**src/rtl/timing_pkg.sv**
```systemverilog
`default_nettype none

package timing_pkg;

    //////////////////////////////
    // Timer widths
    //////////////////////////////

    // Wide enough for several seconds at 100 MHz
    typedef logic [28:0] cycle_count_t;

    //////////////////////////////
    // Board-rate timing, 100 MHz clock
    //////////////////////////////

    localparam int default_delay_cycles  = 100_000_000; // Mole hidden for 1 s
    localparam int default_window_cycles = 300_000_000; // Hit window of 3 s
    localparam int default_shrink_cycles = 25_000_000;  // Window cut of 0.25 s per level

endpackage

`default_nettype wire

```
**src/rtl/game_pkg.sv**
```systemverilog
`default_nettype none

package game_pkg;

    //////////////////////////////
    // Game flow
    //////////////////////////////

    typedef enum logic [1:0] {
        st_idle, // Waiting for a start press
        st_play, // Moles popping, hits and misses counted
        st_end   // Out of lives, score on show
    } game_state_t;

    //////////////////////////////
    // Player status
    //////////////////////////////

    typedef logic [7:0] score_t; // Hit count, saturates at 255
    typedef logic [3:0] lives_t; // Lives left in the current game
    typedef logic [3:0] level_t; // Speed level, shortens the hit window

endpackage

`default_nettype wire

```
**src/rtl/press_decoder.sv**
```systemverilog
`timescale 1ns/1ps
`default_nettype none

module press_decoder #(
    parameter int num_holes = 4
) (
    input  wire                  clk,
    input  wire                  reset,
    input  wire [num_holes-1:0]  button,  // One level per hole
    input  wire [num_holes-1:0]  mole,    // Currently lit hole
    output logic                 any_press,
    output logic                 exit_press,
    output logic                 hit,
    output logic                 wrong
);

    logic [num_holes-1:0] button_prev; // Button levels at the previous edge
    logic [num_holes-1:0] press;       // Rising edge per hole
    logic                 lit_press;   // Press on a lit hole
    logic                 dark_press;  // Press on an unlit hole

    //////////////////////////////
    // Edge detection
    //////////////////////////////

    always_ff @(posedge clk or posedge reset) begin
        if (reset) begin
            button_prev <= '0;
        end else begin
            button_prev <= button;
        end
    end

    assign press = button & ~button_prev; // High now, low last edge

    //////////////////////////////
    // Press classification
    //////////////////////////////

    assign lit_press  = |(press & mole);
    assign dark_press = |(press & ~mole);

    assign any_press  = |press;
    assign exit_press = press[0];        // Hole 0 doubles as the exit key
    assign hit        = lit_press;       // Right hole wins over a stray one
    // Only counts while some mole is up
    assign wrong      = (|mole) && dark_press && !lit_press;

endmodule

`default_nettype wire

```
**src/rtl/mole_sequencer.sv**
```systemverilog
`timescale 1ns/1ps
`default_nettype none

module mole_sequencer #(
    parameter int num_holes     = 4,
    parameter int delay_cycles  = 100,
    parameter int window_cycles = 300,
    parameter int shrink_cycles = 25
) (
    input  wire                    clk,
    input  wire                    reset,
    input  wire game_pkg::game_state_t state,
    input  wire game_pkg::level_t  level,
    input  wire                    hit,   // Lit hole pressed
    input  wire                    wrong, // Unlit hole pressed while a mole is up
    output logic [num_holes-1:0]   mole,
    output logic                   miss   // Window ran out with no press
);

    import timing_pkg::*;
    import game_pkg::*;

    localparam int idx_w = (num_holes > 1) ? $clog2(num_holes) : 1;

    typedef logic [idx_w-1:0] hole_idx_t;

    // Mole hidden or shown within a round
    typedef enum logic {
        ph_hidden,
        ph_shown
    } phase_t;

    localparam cycle_count_t            delay_load = cycle_count_t'(delay_cycles - 1);
    localparam logic [num_holes-1:0]    first_hole = 1; // Hole 0 lit, shifted into place

    phase_t       phase;
    cycle_count_t count;      // Edges left in the current phase, minus one
    cycle_count_t window_len; // Hit window at the current level
    hole_idx_t    hole;       // Next hole to light
    hole_idx_t    next_hole;
    logic         shown;
    logic         pressed;    // Hit or wrong press ends the window

    //////////////////////////////
    // Round timing
    //////////////////////////////

    assign shown   = (phase == ph_shown);
    assign pressed = hit || wrong;

    // Faster levels cut a fixed step off the window
    assign window_len = cycle_count_t'(window_cycles)
                      - cycle_count_t'(level) * cycle_count_t'(shrink_cycles);

    // Rotate 0, 1, ..., num_holes-1, 0
    assign next_hole = (hole == hole_idx_t'(num_holes - 1)) ? '0 : hole + 1'b1;

    // A press on the last window edge still counts as a press
    assign miss = shown && (count == '0) && !pressed;

    always_ff @(posedge clk or posedge reset) begin
        if (reset) begin
            phase <= ph_hidden;
            count <= '0;
            hole  <= '0;
            mole  <= '0;
        end else if (state != st_play) begin
            // First delay sits loaded so it runs from the start edge
            phase <= ph_hidden;
            count <= delay_load;
            hole  <= '0;
            mole  <= '0;
        end else if (!shown) begin
            if (count == '0) begin
                phase <= ph_shown;                 // Mole pops up
                count <= window_len - 1'b1;
                mole  <= first_hole << hole;
            end else begin
                count <= count - 1'b1;
            end
        end else if (pressed || count == '0) begin
            // Hit, wrong press or timeout ends the round
            phase <= ph_hidden;
            count <= delay_load;
            mole  <= '0;
            if (hit) begin
                hole <= next_hole;                 // Only a hit moves on
            end
        end else begin
            count <= count - 1'b1;                 // Window running
        end
    end

    //////////////////////////////
    // Checks
    //////////////////////////////

    // Leaving play always drops the mole first, so no late timeout
    a_miss_in_play: assert property (
        @(posedge clk) disable iff (reset) miss |-> (state == st_play)
    ) else $error("mole_sequencer: miss outside play");

endmodule

`default_nettype wire

```
**src/rtl/game_control.sv**
```systemverilog
`timescale 1ns/1ps
`default_nettype none

module game_control #(
    parameter int level_points = 10,
    parameter int max_level    = 9,
    parameter int start_lives  = 3
) (
    input  wire                    clk,
    input  wire                    reset,
    input  wire                    any_press,  // Start key, any hole
    input  wire                    exit_press, // Hole 0, leaves the end screen
    input  wire                    hit,
    input  wire                    wrong,
    input  wire                    miss,
    output game_pkg::game_state_t  state,
    output game_pkg::score_t       score,
    output game_pkg::lives_t       lives,
    output game_pkg::level_t       level
);

    import game_pkg::*;

    localparam int     cnt_w     = (level_points > 1) ? $clog2(level_points) : 1;
    localparam score_t score_max = '1;

    game_state_t       state_next;
    logic [cnt_w-1:0]  hit_count;  // Hits since the last level step
    logic              start;      // Game begins this edge
    logic              lose_life;  // Wrong press or timeout
    logic              last_life;
    logic              level_step; // This hit completes a level

    assign start      = (state == st_idle) && any_press;
    assign lose_life  = (state == st_play) && !hit && (wrong || miss);
    assign last_life  = (lives == lives_t'(1));
    assign level_step = (int'(hit_count) == level_points - 1);

    //////////////////////////////
    // Game FSM
    //////////////////////////////

    always_comb begin
        state_next = state;
        case (state)
            st_idle: begin
                if (any_press) begin
                    state_next = st_play;
                end
            end
            st_play: begin
                if (lose_life && last_life) begin
                    state_next = st_end;      // Last life gone
                end
            end
            st_end: begin
                if (exit_press) begin
                    state_next = st_idle;
                end
            end
            default: state_next = st_idle;
        endcase
    end

    always_ff @(posedge clk or posedge reset) begin
        if (reset) begin
            state <= st_idle;
        end else begin
            state <= state_next;
        end
    end

    //////////////////////////////
    // Score, level and lives
    //////////////////////////////

    always_ff @(posedge clk or posedge reset) begin
        if (reset) begin
            score     <= '0;
            lives     <= '0;
            level     <= '0;
            hit_count <= '0;
        end else if (start) begin
            score     <= '0;                        // Fresh game
            lives     <= lives_t'(start_lives);
            level     <= '0;
            hit_count <= '0;
        end else if (state == st_play && hit) begin
            if (score != score_max) begin
                score <= score + 1'b1;              // Holds at 255
            end
            if (level_step) begin
                hit_count <= '0;
                if (level < level_t'(max_level)) begin
                    level <= level + 1'b1;          // Speed up
                end
            end else begin
                hit_count <= hit_count + 1'b1;
            end
        end else if (lose_life) begin
            lives <= lives - 1'b1;
        end
    end

    // A lost life never arrives once the game is out of lives
    a_lives_no_underflow: assert property (
        @(posedge clk) disable iff (reset) lose_life |-> (lives != '0)
    ) else $error("game_control: life lost with zero lives");

endmodule

`default_nettype wire

```
**src/rtl/whack_a_mole.sv**
```systemverilog
`timescale 1ns/1ps
`default_nettype none

module whack_a_mole #(
    parameter int num_holes     = 4,
    parameter int delay_cycles  = timing_pkg::default_delay_cycles,
    parameter int window_cycles = timing_pkg::default_window_cycles,
    parameter int shrink_cycles = timing_pkg::default_shrink_cycles,
    parameter int level_points  = 10,
    parameter int max_level     = 9,
    parameter int start_lives   = 3
) (
    input  wire                    clk,
    input  wire                    reset,
    input  wire [num_holes-1:0]    button,
    output logic [num_holes-1:0]   mole,
    output game_pkg::score_t       score,
    output game_pkg::lives_t       lives,
    output game_pkg::game_state_t  state
);

    import game_pkg::*;

    logic   any_press;
    logic   exit_press;
    logic   hit;
    logic   wrong;
    logic   miss;
    level_t level;

    //////////////////////////////
    // Decode, buttons to strobes
    //////////////////////////////

    press_decoder #(
        .num_holes (num_holes)
    ) press_decoder_i (
        .clk        (clk),
        .reset      (reset),
        .button     (button),
        .mole       (mole),
        .any_press  (any_press),
        .exit_press (exit_press),
        .hit        (hit),
        .wrong      (wrong)
    );

    //////////////////////////////
    // Execute, mole timing
    //////////////////////////////

    mole_sequencer #(
        .num_holes     (num_holes),
        .delay_cycles  (delay_cycles),
        .window_cycles (window_cycles),
        .shrink_cycles (shrink_cycles)
    ) mole_sequencer_i (
        .clk   (clk),
        .reset (reset),
        .state (state),
        .level (level),
        .hit   (hit),
        .wrong (wrong),
        .mole  (mole),
        .miss  (miss)
    );

    //////////////////////////////
    // Result, game state
    //////////////////////////////

    game_control #(
        .level_points (level_points),
        .max_level    (max_level),
        .start_lives  (start_lives)
    ) game_control_i (
        .clk        (clk),
        .reset      (reset),
        .any_press  (any_press),
        .exit_press (exit_press),
        .hit        (hit),
        .wrong      (wrong),
        .miss       (miss),
        .state      (state),
        .score      (score),
        .lives      (lives),
        .level      (level)
    );

endmodule

`default_nettype wire

```
**config.mk**
```make
export PLATFORM = sky130hd
export DESIGN_NAME = whack_a_mole
export DESIGN_NICKNAME = d
export VERILOG_FILES = /design/src/rtl/timing_pkg.sv /design/src/rtl/game_pkg.sv /design/src/rtl/press_decoder.sv /design/src/rtl/mole_sequencer.sv /design/src/rtl/game_control.sv /design/src/rtl/whack_a_mole.sv
export SDC_FILE = /design/constraint.sdc
export NUM_CORES = 1
export LEC_CHECK = 0
export ABC_CLOCK_PERIOD_IN_PS = 5200
export BUFFER_PORTS_ARGS = -buffer_cell sky130_fd_sc_hd__buf_2
export CORE_MARGIN = 2
export CORE_UTILIZATION = 55
export CTS_BUF_LIST = sky130_fd_sc_hd__clkbuf_16
export CTS_CLUSTER_DIAMETER = 40
export DETAILED_ROUTE_END_ITERATION = 12
export HOLD_SLACK_MARGIN = 0.1
export PLACE_DENSITY = 0.7
export SLEW_MARGIN = 0
export SYNTH_ARGS = -nofsm -noshare
export SYNTH_HDL_FRONTEND = slang
export SYNTH_SLANG_ARGS = --single-unit
```
**constraint.sdc**
```tcl
create_clock -name clk -period 5.2 [get_ports clk]
set_input_delay 1.04 -clock clk [delete_from_list [all_inputs] [get_ports clk]]
set_output_delay 1.04 -clock clk [all_outputs]
set_load 0.05 [all_outputs]
```
==> results of run 1 <==
==> per-layer routing <==
layer	vias to the layer above	share of wire (%)	wire length [um]
met5	-	0	0
met4	0	1.8	201
met3	18	3.4	371
met2	71	48	5200
met1	1917	47	5110
li1	1906	-	-
==> cell families after synthesis <==
kind of cell             count (synthesis)  synth area share (%)
AO/OA/AOI/OAI                          115                  16.0
multiplexers                             4                 0.909
flip-flops                              62                  33.1
buffers and inverters                   38                  3.07
adder cells (fa/ha/maj)                 44                  13.0
XOR/XNOR                                62                  11.6
AND/OR/NAND/NOR                        201                  22.3
==> path summary, 6_finish.rpt <==
path	cells after the start	to
worst max register to register	14	mole_sequencer_i.count[28]
worst min-delay path	2	mole_sequencer_i.count[4]
worst min register to register	2	mole_sequencer_i.count[4]
min in group asynchronous	3	game_control_i.score[2]
worst max-delay path	14	mole_sequencer_i.count[28]
max in group asynchronous	3	mole_sequencer_i.count[18]
==> cell usage in the layout, fill, tap and decap left out, types with 4 or more instances in the layout <==
master | netlist | layout
a21o_1 | 6 | 6
or4_1 | 4 | 4
o21a_1 | 5 | 5
o31ai_1 | 8 | 8
nand4_1 | 5 | 5
nand2_1 | 64 | 64
fa_1 | 8 | 8
xor2_1 | 35 | 35
nor4_1 | 9 | 9
clkbuf_16 | 0 | 9
nor2_1 | 46 | 46
xnor2_1 | 27 | 27
nor3_1 | 6 | 6
dfrtp_1 | 62 | 62
nor2b_1 | 13 | 13
nand2b_1 | 9 | 9
o211ai_1 | 7 | 7
o21ai_0 | 24 | 24
nand3_1 | 16 | 16
ha_1 | 36 | 36
inv_1 | 26 | 25
or3_1 | 7 | 7
a211oi_1 | 8 | 8
buf_2 | 1 | 23
a21oi_1 | 33 | 33
==> per-stage QoR <==
stage	util, %	setup slack (ps)
6_report	63.3	938
5_1_grt	63.3	610
4_1_cts	63.3	971
3_5_place_dp	59.7	984
3_3_place_gp	59.7	1090
2_1_floorplan	-	1290
==> critical path: stages (launching register included) <==
cell       delay (ps)
dfrtp_1           530
inv_1             150
ha_1              310
inv_1              90
fa_1              420
ha_1              450
o211ai_1          210
a21oi_1            80
o311a_1           400
a311o_1           440
nand4b_1          130
o311ai_1          150
a2111oi_0         480
xor2_1            220
o21ai_1            80
==> power by group through the flow <==
| stage | registers (uW) | clock network [uW] | logic (uW) |
|---|---|---|---|
| floorplan | 553 | 0 | 318 |
| global placement | 545 | 0 | 428 |
| detailed placement | 549 | 0 | 439 |
| CTS | 540 | 603 | 442 |
| global route | 543 | 624 | 491 |
| finish | 540 | 598 | 442 |
==> state kept, by name, summed over array words and instances (netlist names) <==
| signal | cells |
|---|---|
| mole_sequencer_i.count | 29 |
| game_control_i.score | 8 |
| game_control_i.hit_count | 4 |
| game_control_i.level | 4 |
| game_control_i.lives | 4 |
| mole_sequencer_i.mole | 4 |
| press_decoder_i.button_prev | 4 |
| game_control_i.state | 2 |
| mole_sequencer_i.hole | 2 |
| mole_sequencer_i.phase | 1 |
==> cell type report <==
class	instances	area share, %
repair buffers	26	2.65
multi-input cells	426	57.4
clock inverters	7	1.39
inverters	26	1.88
well taps	105	2.53
clock buffers	9	4.33
flip-flops and latches	62	29.8
==> summary.md, run 1 <==
| Metric | Value |
|---|---|
| CTS tree | `yes` |
| Endpoints failing setup | `0` |
| Area growth, synth to finish | `11.1%` |
| Cell Int Power | `1040 uW` |
| Predominant post-synthesis flop cell | `dfrtp_1` |
| Routed wirelength normalized by instance count | `16.5 um` |
| Final Slew Violations | `0` |
| Kind of end point of the critical path | `flop` |
| Fillcell total | `711` |
| Drt first pass iters | `5` |
| Setup TNS after final layout | `0 ps` |
| Total die area | `9270 um^2` |
| Global-route track usage on met3 | `4.07%` |
| Number of buffers added by the clock tree synthesis step | `9` |
| Vias per std cell | `5.92` |
| Footprint of the multi-input gates | `2990 um^2` |
| FF-to-FF setup slack | `940 ps` |
| Combined flip-flop and latch cell area | `1550 um^2` |
| Cell with the most instances after synthesis | `nand2_1` |
| CTS root buffer | `clkbuf_16` |
| Final cell area excluding filler cells | `5200 um^2` |
| Start-to-end type of the worst setup path | `flop to flop` |
| Final std cells w/o fill | `661` |
| Portion of synthesized cell area occupied by the leading cell type | `33.1%` |
| Count of flip-flops with a built-in enable after synthesis | `0` |
| Number of antenna-violating nets in the routed design | `0` |
| Fraction of power consumed by sequential logic | `34.2%` |
| Launch point of the worst hold path | `mole_sequencer_i.count[4]` |
| Overall Power | `1580 uW` |
| Met1 usage in global routing | `33.9%` |
| Net count reported at finish | `601` |
| Area post-placement | `4900 um^2` |
| Fraction of registers with async set/reset | `100%` |
| Placed wire-length estimate | `8350 um` |
| Kind of path behind the tightest hold check | `flop to flop` |
| Die Height | `96.3 um` |
| Clk pin slew, worst setup/hold paths | `60 ps` |
| Share of synthesized area occupied by flip-flops and latches | `33.1%` |
| Number of standard cells after synthesis | `526` |
| Hold violation total from the final report | `0` |
| Maximum VDD drop | `0.163 mV` |
| Wire length of the first global-routing pass | `17,600 um` |
| Leading cell types by count after synthesis | `nand2_1 (64), dfrtp_1 (62), nor2_1 (46)` |
| Vias after detailed routing | `3,912` |
| RSZ-0062 raised after global routing | `no` |
| Clk network pwr share | `37.9%` |
| Met2 track utilization from global routing | `39.5%` |
| Overall routed net length | `10,900 um` |
| Net switching power | `540 uW` |
| Area of the mapped netlist | `4680 um^2` |
| Cell area power density | `303 nW/um^2` |
| Share of the clock period used by the worst path after layout | `82.0%` |
| Placed Cells | `645` |
| Number of rows in the core area | `33` |
| Worst hold-check slack | `507 ps` |
| Transition time at the pin with the least slew margin | `824 ps` |
| Number of levels in the clock H-tree | `3` |
| Maximum capacitance violations | `0` |
| Yosys warning total | `0` |
| Post-CTS setup repair buffer count | `0` |
| Worst path arrival time | `4470 ps` |
| Remaining global-route overflow | `0` |
| Net count after synthesis | `576` |
| Synthesis-stage register bit count | `62` |
| Maximum number of pins on one net before global-route repair | `63` |
| Worst endpoint required time | `5410 ps` |
| Logic gate share of total power | `28.0%` |
| Bufs on Longest Clock Path | `2` |
| Chip Width | `96.3 um` |
| Fmax achieved | `235 MHz` |
| Io pins | `24` |
| CTS sink cnt | `62` |
| Crit Path Max Fanout | `9` |
| Count of cell types in the netlist | `57` |
| Post-synthesis cell type with the largest combined area | `dfrtp_1` |
| Worst reg2reg path startpoint | `game_control_i.level[2]` |
| Ratio of cells with drive above 1 in the final layout | `9.53%` |
| Max transition margin | `44.6%` |
| Minimum clock period | `4260 ps` |
| Leakage power total | `0.00235 uW` |
| Port Buf Inserts | `23` |
| Worst clock skew | `6.09 ps` |
| Syn_area_per_cell | `8.90 um^2` |
| Resize count post-CTS | `0` |
| Element type at the critical path start | `flop` |
| Number of remaining DRC errors | `0` |
| Area of the core | `8220 um^2` |
| Ant. Diodes | `0` |
| Vias in the first global route | `3,728` |
| Outcome | `finished, final reports clean` |
| Worst-Skew Late Latency | `330 ps` |
| Antenna violations before repair | `0` |
| Global routing usage summed across all routing layers | `24.6%` |
| Hold buffer count at CTS | `0` |
| GP Congestion | `0.935` |
| Initial DRC Count | `143` |
| Crit. Startpoint | `game_control_i.level[2]` |
| Initial Util | `57.0%` |
| Ranking of synthesized cells by area | `dfrtp_1 (33%), ha_1 (9.6%), xor2_1 (6.5%)` |
| Top Usage Layer GRT | `met2` |
| Fraction of power spent switching nets | `34.2%` |
(Power assumes the default switching activity.)
==> inputs of run 2 (changes only) <==
- ABC_CLOCK_PERIOD_IN_PS: 5200 -> 4100
- clock period: 5.2 -> 4.1 ns (I/O delays scaled with it)
==> summary.md, run 2 (synthesis gave the netlist of run 1 again) <==
| Metric | Value |
|---|---|
| Outcome | `finished, final reports clean` |
| CTS root buffer | `clkbuf_16` |
| Number of levels in the clock H-tree | `3 (unchanged)` |
| Kind of end point of the critical path | `flop` |
| Kind of path behind the tightest hold check | `flop to flop` |
| CTS tree | `yes` |
| Placed wire-length estimate | `8530 um (+2.2%)` |
| Top Registers | `mole_sequencer_i.count x29, game_control_i.score x8` |
| Clk network pwr share | `35.5% (-2.4 points)` |
| Initial Util | `57.0% (unchanged)` |
| Area of the core | `8220 um^2 (unchanged)` |
| Number of buffers added by the clock tree synthesis step | `9 (unchanged)` |
| Max FFs per register | `29 (unchanged)` |
| Ratio of cells with drive above 1 in the final layout | `11.8% (+2.3 points)` |
| Worst clock skew | `8.01 ps (+1.92 ps)` |
| Leakage power total | `0.00241 uW (+2.3%)` |
| Share of the clock period used by the worst path after layout | `97.7% (+16 points)` |
| Ant. Diodes | `0 (unchanged)` |
| Remaining global-route overflow | `0 (unchanged)` |
| Final Slew Violations | `0 (unchanged)` |
| Net count reported at finish | `613 (+2.0%)` |
| Hold buffer count at CTS | `0 (unchanged)` |
| Initial DRC Count | `245 (+71%)` |
| Overall routed net length | `11,200 um (+2.5%)` |
| Area post-placement | `4990 um^2 (+1.8%)` |
| Vias in the first global route | `3,850 (+3.3%)` |
| Worst reg2reg path startpoint | `game_control_i.level[1]` |
| Crit path setup slack, layout | `93.7 ps (-844 ps)` |
| Cell area power density | `372 nW/um^2 (+22%)` |
| Clk pin slew, worst setup/hold paths | `50 ps (about the same)` |
| Worst endpoint required time | `4310 ps (-1100 ps)` |
| Cell Int Power | `1280 uW (+23%)` |
| Crit Path Max Fanout | `4 (-5)` |
| Largest register by flop count | `mole_sequencer_i.count` |
| Pre-CTS setup slack | `66.0 ps (-918 ps)` |
| Launch point of the worst hold path | `mole_sequencer_i.count[0]` |
| CTS sink cnt | `62 (unchanged)` |
| Maximum VDD drop | `0.221 mV (+35%)` |
| Global routing usage summed across all routing layers | `25.5% (+0.92 points)` |
| Number of remaining DRC errors | `0 (unchanged)` |
| Start-to-end type of the worst setup path | `flop to flop` |
| Net switching power | `684 uW (+27%)` |
| Number of antenna-violating nets in the routed design | `0 (unchanged)` |
| Io pins | `24 (unchanged)` |
| Endpoints failing setup | `0 (unchanged)` |
| Vias per std cell | `5.90 (-0.23%)` |
| Routed wirelength normalized by instance count | `16.6 um (+0.64%)` |
| Drt first pass iters | `4 (-1)` |
| Area growth, synth to finish | `12.8%` |
| Transition time at the pin with the least slew margin | `827 ps (+2.45 ps)` |
| Port Buf Inserts | `23 (unchanged)` |
| Number of rows in the core area | `33 (unchanged)` |
| Vias after detailed routing | `3,974 (+1.6%)` |
| Final cell area excluding filler cells | `5280 um^2 (+1.5%)` |
| Fmax achieved | `250 MHz (+6.4%)` |
| Die Height | `96.3 um (unchanged)` |
| Maximum number of pins on one net before global-route repair | `40 (-37%)` |
| Worst-Skew Late Latency | `330 ps (about the same)` |
| RSZ-0062 raised after global routing | `yes` |
| Most frequent standard cell in the layout excluding fill and tap cells | `nand2_1` |
| Element type at the critical path start | `flop` |
| Chip Width | `96.3 um (unchanged)` |
| Maximum capacitance violations | `0 (unchanged)` |
| Crit. Startpoint | `game_control_i.level[1]` |
| Worst path arrival time | `4210 ps (-260 ps)` |
| Overall Power | `1960 uW (+24%)` |
| GP Congestion | `0.919 (-1.8%)` |
| Fraction of power consumed by sequential logic | `34.5% (+0.3 points)` |
| Logic gate share of total power | `30.0% (+2.0 points)` |
| Wire length of the first global-routing pass | `18,300 um (+4.3%)` |
| Max transition margin | `44.8% (+0.21 points)` |
| Bufs on Longest Clock Path | `2 (unchanged)` |
| Hold violation total from the final report | `0 (unchanged)` |
| Most used cells in the layout excluding fill and tap cells | `nand2_1 (64), dfrtp_1 (62), nor2_1 (46)` |
| Minimum clock period | `4010 ps (-256 ps)` |
| Fraction of power spent switching nets | `34.9% (+0.70 points)` |
| Antenna violations before repair | `0 (unchanged)` |
| Total die area | `9270 um^2 (unchanged)` |
| Core Util, Final | `64.3% (+0.94 points)` |
run 2: changes by cell type in the layout (fill, tap and decap cells not counted), moves of 2 or more:
cell      before  now
buf_4          3   15
clkinv_4       1    3
a21oi_2        0    2
a21oi_1       33   31
run 2: final cells by class:
class / count / area [um^2]
tap: 105 / 131
clock buffer: 9 / 225
clock inverter: 7 / 51.3
inverter: 26 / 97.6
fill: 722 / 2940
timing repair buffer: 38 / 228
multi-input combinational: 426 / 3000
sequential: 62 / 1550
run 2: critical path: stages (launching register included):
cell	delay [ps]
dfrtp_1	400
fa_1	580
fa_1	590
inv_1	80
fa_1	440
nand2b_1	170
a21oi_1	210
o311a_1	270
a311o_1	310
o311ai_1	160
a2111oi_1	420
xor2_1	200
o21ai_1	70
run 2: final timing paths:
| check | depth (start not counted) | slack [ps] | to |
|---|---|---|---|
| max | 12 | 90 | mole_sequencer_i.count[28] |
| min | 1 | 510 | mole_sequencer_i.count[0] |
| max reg2reg | 12 | 90 | mole_sequencer_i.count[28] |
| min reg2reg | 1 | 510 | mole_sequencer_i.count[0] |
| max in group asynchronous | 3 | 2600 | mole_sequencer_i.count[22] |
| min in group asynchronous | 2 | 650 | game_control_i.score[6] |
run 2: power by group through the flow:
stage               Clock, uW  Sequential, uW  Combinational (uW)
finish                    697             676                 590
global route              728             682                 653
CTS                       706             677                 585
detailed placement          0             688                 580
global placement            0             686                 568
floorplan                   0             701                 403
run 2: stage by stage:
stage	hold slack (ps)	cells	TNS, ps
4_1_cts	513	673	0
2_1_floorplan	468	526	0
3_3_place_gp	489	657	0
6_report	509	673	0
5_1_grt	531	673	-76.5
3_5_place_dp	498	657	0
run 2: metal layers:
layer  track usage [%]  up-vias  wire, um
met1              36.2     1911      5270
met4              8.93        0       246
met5                 0        -         0
met3              4.39       25       444
met2              39.1       96      5190
li1                  -     1942         -
run 2: what timing repair did:
item | CTS | global route
setup endpoints to repair | 0 | 5
resized for setup | 0 | 4
setup buffers | 0 | 0
==> inputs of run 3 (changes only) <==
- ABC_AREA: not set -> 1
==> summary.md, run 3 <==
| Metric | Value |
|---|---|
| Outcome | `finished, final reports clean` |
| Worst setup path endpoint | `mole_sequencer_i.count[27]` |
| Worst hold-check slack | `436 ps (-73.3 ps)` |
| Maximum capacitance violations | `0 (unchanged)` |
| Worst path arrival time | `3840 ps (-370 ps)` |
| Final cell area excluding filler cells | `5660 um^2 (+7.1%)` |
| Minimum clock period | `3630 ps (-375 ps)` |
| Most used cells in the layout excluding fill and tap cells | `nand2_1 (174), inv_1 (109), nor2_1 (71)` |
| Ratio of cells with drive above 1 in the final layout | `9.59% (-2.2 points)` |
| Kind of path behind the tightest hold check | `flop to flop` |
| Port Buf Inserts | `23 (unchanged)` |
| Io pins | `24 (unchanged)` |
| Number of levels in the clock H-tree | `3 (unchanged)` |
| Net count after synthesis | `765 (+33%)` |
| Crit Path Max Fanout | `7 (+3)` |
| Start-to-end type of the worst setup path | `flop to flop` |
| Fraction of registers with async set/reset | `100% (unchanged)` |
| Resize count post-CTS | `0 (unchanged)` |
| Final std cells w/o fill | `862 (+28%)` |
| Net switching power | `1190 uW (+74%)` |
| RSZ-0062 raised after global routing | `no` |
| Maximum number of pins on one net before global-route repair | `42 (+5.0%)` |
| Element type at the critical path start | `flop` |
| Worst reg2reg path startpoint | `game_control_i.level[2]` |
| Hold buffer count at CTS | `0 (unchanged)` |
| Vias in the first global route | `4,280 (+11%)` |
| Placed Cells | `846 (+29%)` |
| Leading cell types by count after synthesis | `nand2_1 (174), inv_1 (110), nor2_1 (71)` |
| Most Frequent Cell on Critical Path | `nand3_1` |
| Net count reported at finish | `796 (+30%)` |
| Ranking of synthesized cells by area | `dfrtp_1 (30%), nand2_1 (13%), ha_1 (8.8%)` |
| Number of rows in the core area | `35 (+6.1%)` |
| Max FFs per register | `29 (unchanged)` |
| Area growth, synth to finish | `10.7%` |
| Logic gate share of total power | `40.8% (+11 points)` |
| Number of standard cells after synthesis | `715 (+36%)` |
| Bufs on Longest Clock Path | `2 (unchanged)` |
| Wire length of the first global-routing pass | `20,200 um (+10%)` |
| Setup TNS after final layout | `0 ps (unchanged)` |
| Global routing usage summed across all routing layers | `25.0% (-0.49 points)` |
| Area of the core | `9110 um^2 (+11%)` |
| Fmax achieved | `275 MHz (+10%)` |
| Most frequent standard cell in the layout excluding fill and tap cells | `nand2_1` |
| Hold violation total from the final report | `0 (unchanged)` |
| Overall routed net length | `12,000 um (+7.9%)` |
| Overall Power | `2760 uW (+41%)` |
| Remaining global-route overflow | `0 (unchanged)` |
| Kind of end point of the critical path | `flop` |
| Share of the clock period used by the worst path after layout | `88.6% (-9.2 points)` |
| Worst endpoint required time | `4310 ps (about the same)` |
| Fraction of power spent switching nets | `43.2% (+8.3 points)` |
| Initial DRC Count | `159 (-35%)` |
| Leakage power total | `0.00295 uW (+22%)` |
| CTS root buffer | `clkbuf_16` |
| Count of cell types in the netlist | `44 (-23%)` |
| FF-to-FF setup slack | `470 ps (+380 ps)` |
| CTS tree | `yes` |
| Chip Width | `100 um (+4.3%)` |
| Portion of synthesized cell area occupied by the leading cell type | `30.4% (-2.8 points)` |
| Transition time at the pin with the least slew margin | `891 ps (+64.0 ps)` |
| Share of synthesized area occupied by flip-flops and latches | `30.4% (-2.8 points)` |
| Antenna violations before repair | `0 (unchanged)` |
| Yosys warning total | `0 (unchanged)` |
| Syn_area_per_cell | `7.14 um^2 (-20%)` |
| Worst-Skew Late Latency | `330 ps (about the same)` |
| Largest register by flop count | `mole_sequencer_i.count` |
| Routed wirelength normalized by instance count | `14.0 um (-16%)` |
| Drt first pass iters | `4 (unchanged)` |
| Logic depth of the worst register-to-register path | `13 (+1)` |
| Cell area power density | `488 nW/um^2 (+31%)` |
| Vias per std cell | `5.39 (-8.6%)` |
| Endpoints failing setup | `0 (unchanged)` |
| Post-CTS setup repair buffer count | `0 (unchanged)` |
| Die Height | `100 um (+4.3%)` |
| Capture instance of the worst register-to-register path | `mole_sequencer_i.count[27]` |
| CTS sink cnt | `62 (unchanged)` |
| Maximum VDD drop | `0.301 mV (+36%)` |
| Max transition margin | `40.5% (-4.3 points)` |
| Synthesis-stage register bit count | `62 (unchanged)` |
| Clk network pwr share | `29.2% (-6.3 points)` |
| Area post-placement | `5340 um^2 (+6.9%)` |
| Area of the mapped netlist | `5110 um^2 (+9.1%)` |
| Buffer and inverter count on the worst path | `1 (unchanged)` |
| Worst path depth | `13 (+1)` |
| Total die area | `10,100 um^2 (+8.7%)` |
| Ant. Diodes | `0 (unchanged)` |
| Initial Util | `56.1% (-0.91 points)` |
| Post-synthesis cell type with the largest combined area | `dfrtp_1` |
| Largest stage delay on the critical path | `590 ps (about the same)` |
| Number of buffers added by the clock tree synthesis step | `9 (unchanged)` |
| Worst clock skew | `5.98 ps (-2.03 ps)` |
| Number of antenna-violating nets in the routed design | `0 (unchanged)` |
| Clk pin slew, worst setup/hold paths | `50 ps (about the same)` |
| Number of remaining DRC errors | `0 (unchanged)` |
| Standard cell with the maximum stage delay on the critical path | `fa_1` |
| GP Congestion | `0.965 (+5.1%)` |
| Vias after detailed routing | `4,650 (+17%)` |
| Cell breakdown of the critical path | `fa_1 -> fa_1 -> inv_1 -> fa_1 -> xnor2_1 -> nand3_1 -> or2_2 -> nand3_1 -> nand3_1 -> nand3_1 -> nand3_1 -> nand2_1 -> nor2_1` |
| Final Slew Violations | `0 (unchanged)` |
| Count of flip-flops with a built-in enable after synthesis | `0 (unchanged)` |
| Placed wire-length estimate | `9480 um (+11%)` |
| Crit. Startpoint | `game_control_i.level[2]` |
| Fraction of power consumed by sequential logic | `30.0% (-4.5 points)` |
| Worst path top cell family by delay | `adder cells` |
| Cell Int Power | `1570 uW (+23%)` |
| Fillcell total | `849 (+18%)` |
| Cell with the most instances after synthesis | `nand2_1` |
| Predominant post-synthesis flop cell | `dfrtp_1` |
| Top Registers | `mole_sequencer_i.count x29, game_control_i.score x8` |
run 3: power by group through the flow:
stage	Sequential (uW)	Combinational, uW	Clock (uW)
final	828	1130	806
after global routing	846	1260	838
after CTS	829	1120	811
after detailed placement	836	1110	0
after global placement	834	1100	0
after floorplan	993	690	0
run 3: area by class of cell:
cell class | count | area [um^2] | share of cell area (%)
Multi-Input combinational cell | 535 | 3100 | 54.8
Sequential cell | 62 | 1550 | 27.4
Inverter | 113 | 424 | 7.50
Clock buffer | 9 | 225 | 3.98
Tap cell | 111 | 139 | 2.46
Timing Repair Buffer | 25 | 130 | 2.30
Clock inverter | 7 | 88.8 | 1.57
run 3: cells by family (layout without fill, tap and decap cells):
kind of cell,after synthesis,after routing,share of synthesized area [%]
flip-flops,62,62,30.4
adder cells (fa/ha/maj),44,44,12.0
XOR/XNOR,33,33,5.66
AO/OA/AOI/OAI,97,97,11.0
buffers and inverters,118,154,8.99
AND/OR/NAND/NOR,361,361,32.0
run 3: how the worst min path moves through the flow:
stage                               from                   endpoint  slack, ps  depth (start not counted)
2_1_floorplan  mole_sequencer_i.count[0]  mole_sequencer_i.count[0]        410                          1
4_1_cts        mole_sequencer_i.count[0]  mole_sequencer_i.count[0]        440                          1
3_5_place_dp   mole_sequencer_i.count[0]  mole_sequencer_i.count[0]        440                          1
6_report       mole_sequencer_i.count[0]  mole_sequencer_i.count[0]        440                          1
3_3_place_gp   mole_sequencer_i.count[0]  mole_sequencer_i.count[0]        430                          1
5_1_grt        mole_sequencer_i.count[0]  mole_sequencer_i.count[0]        460                          1
run 3: metal layers:
metal	track usage (%)	part of all wire [%]
met3	3.55	3.7
met4	5.27	1.1
met1	36.0	48
met2	40.2	47
met5	0	0
run 3: metrics by stage:
step                setup WS, ps  utilization, %
finish                       469            62.1
global route                 113            62.1
CTS                          463            62.1
detailed placement           457            58.6
global placement             567            58.6
floorplan                    749               -
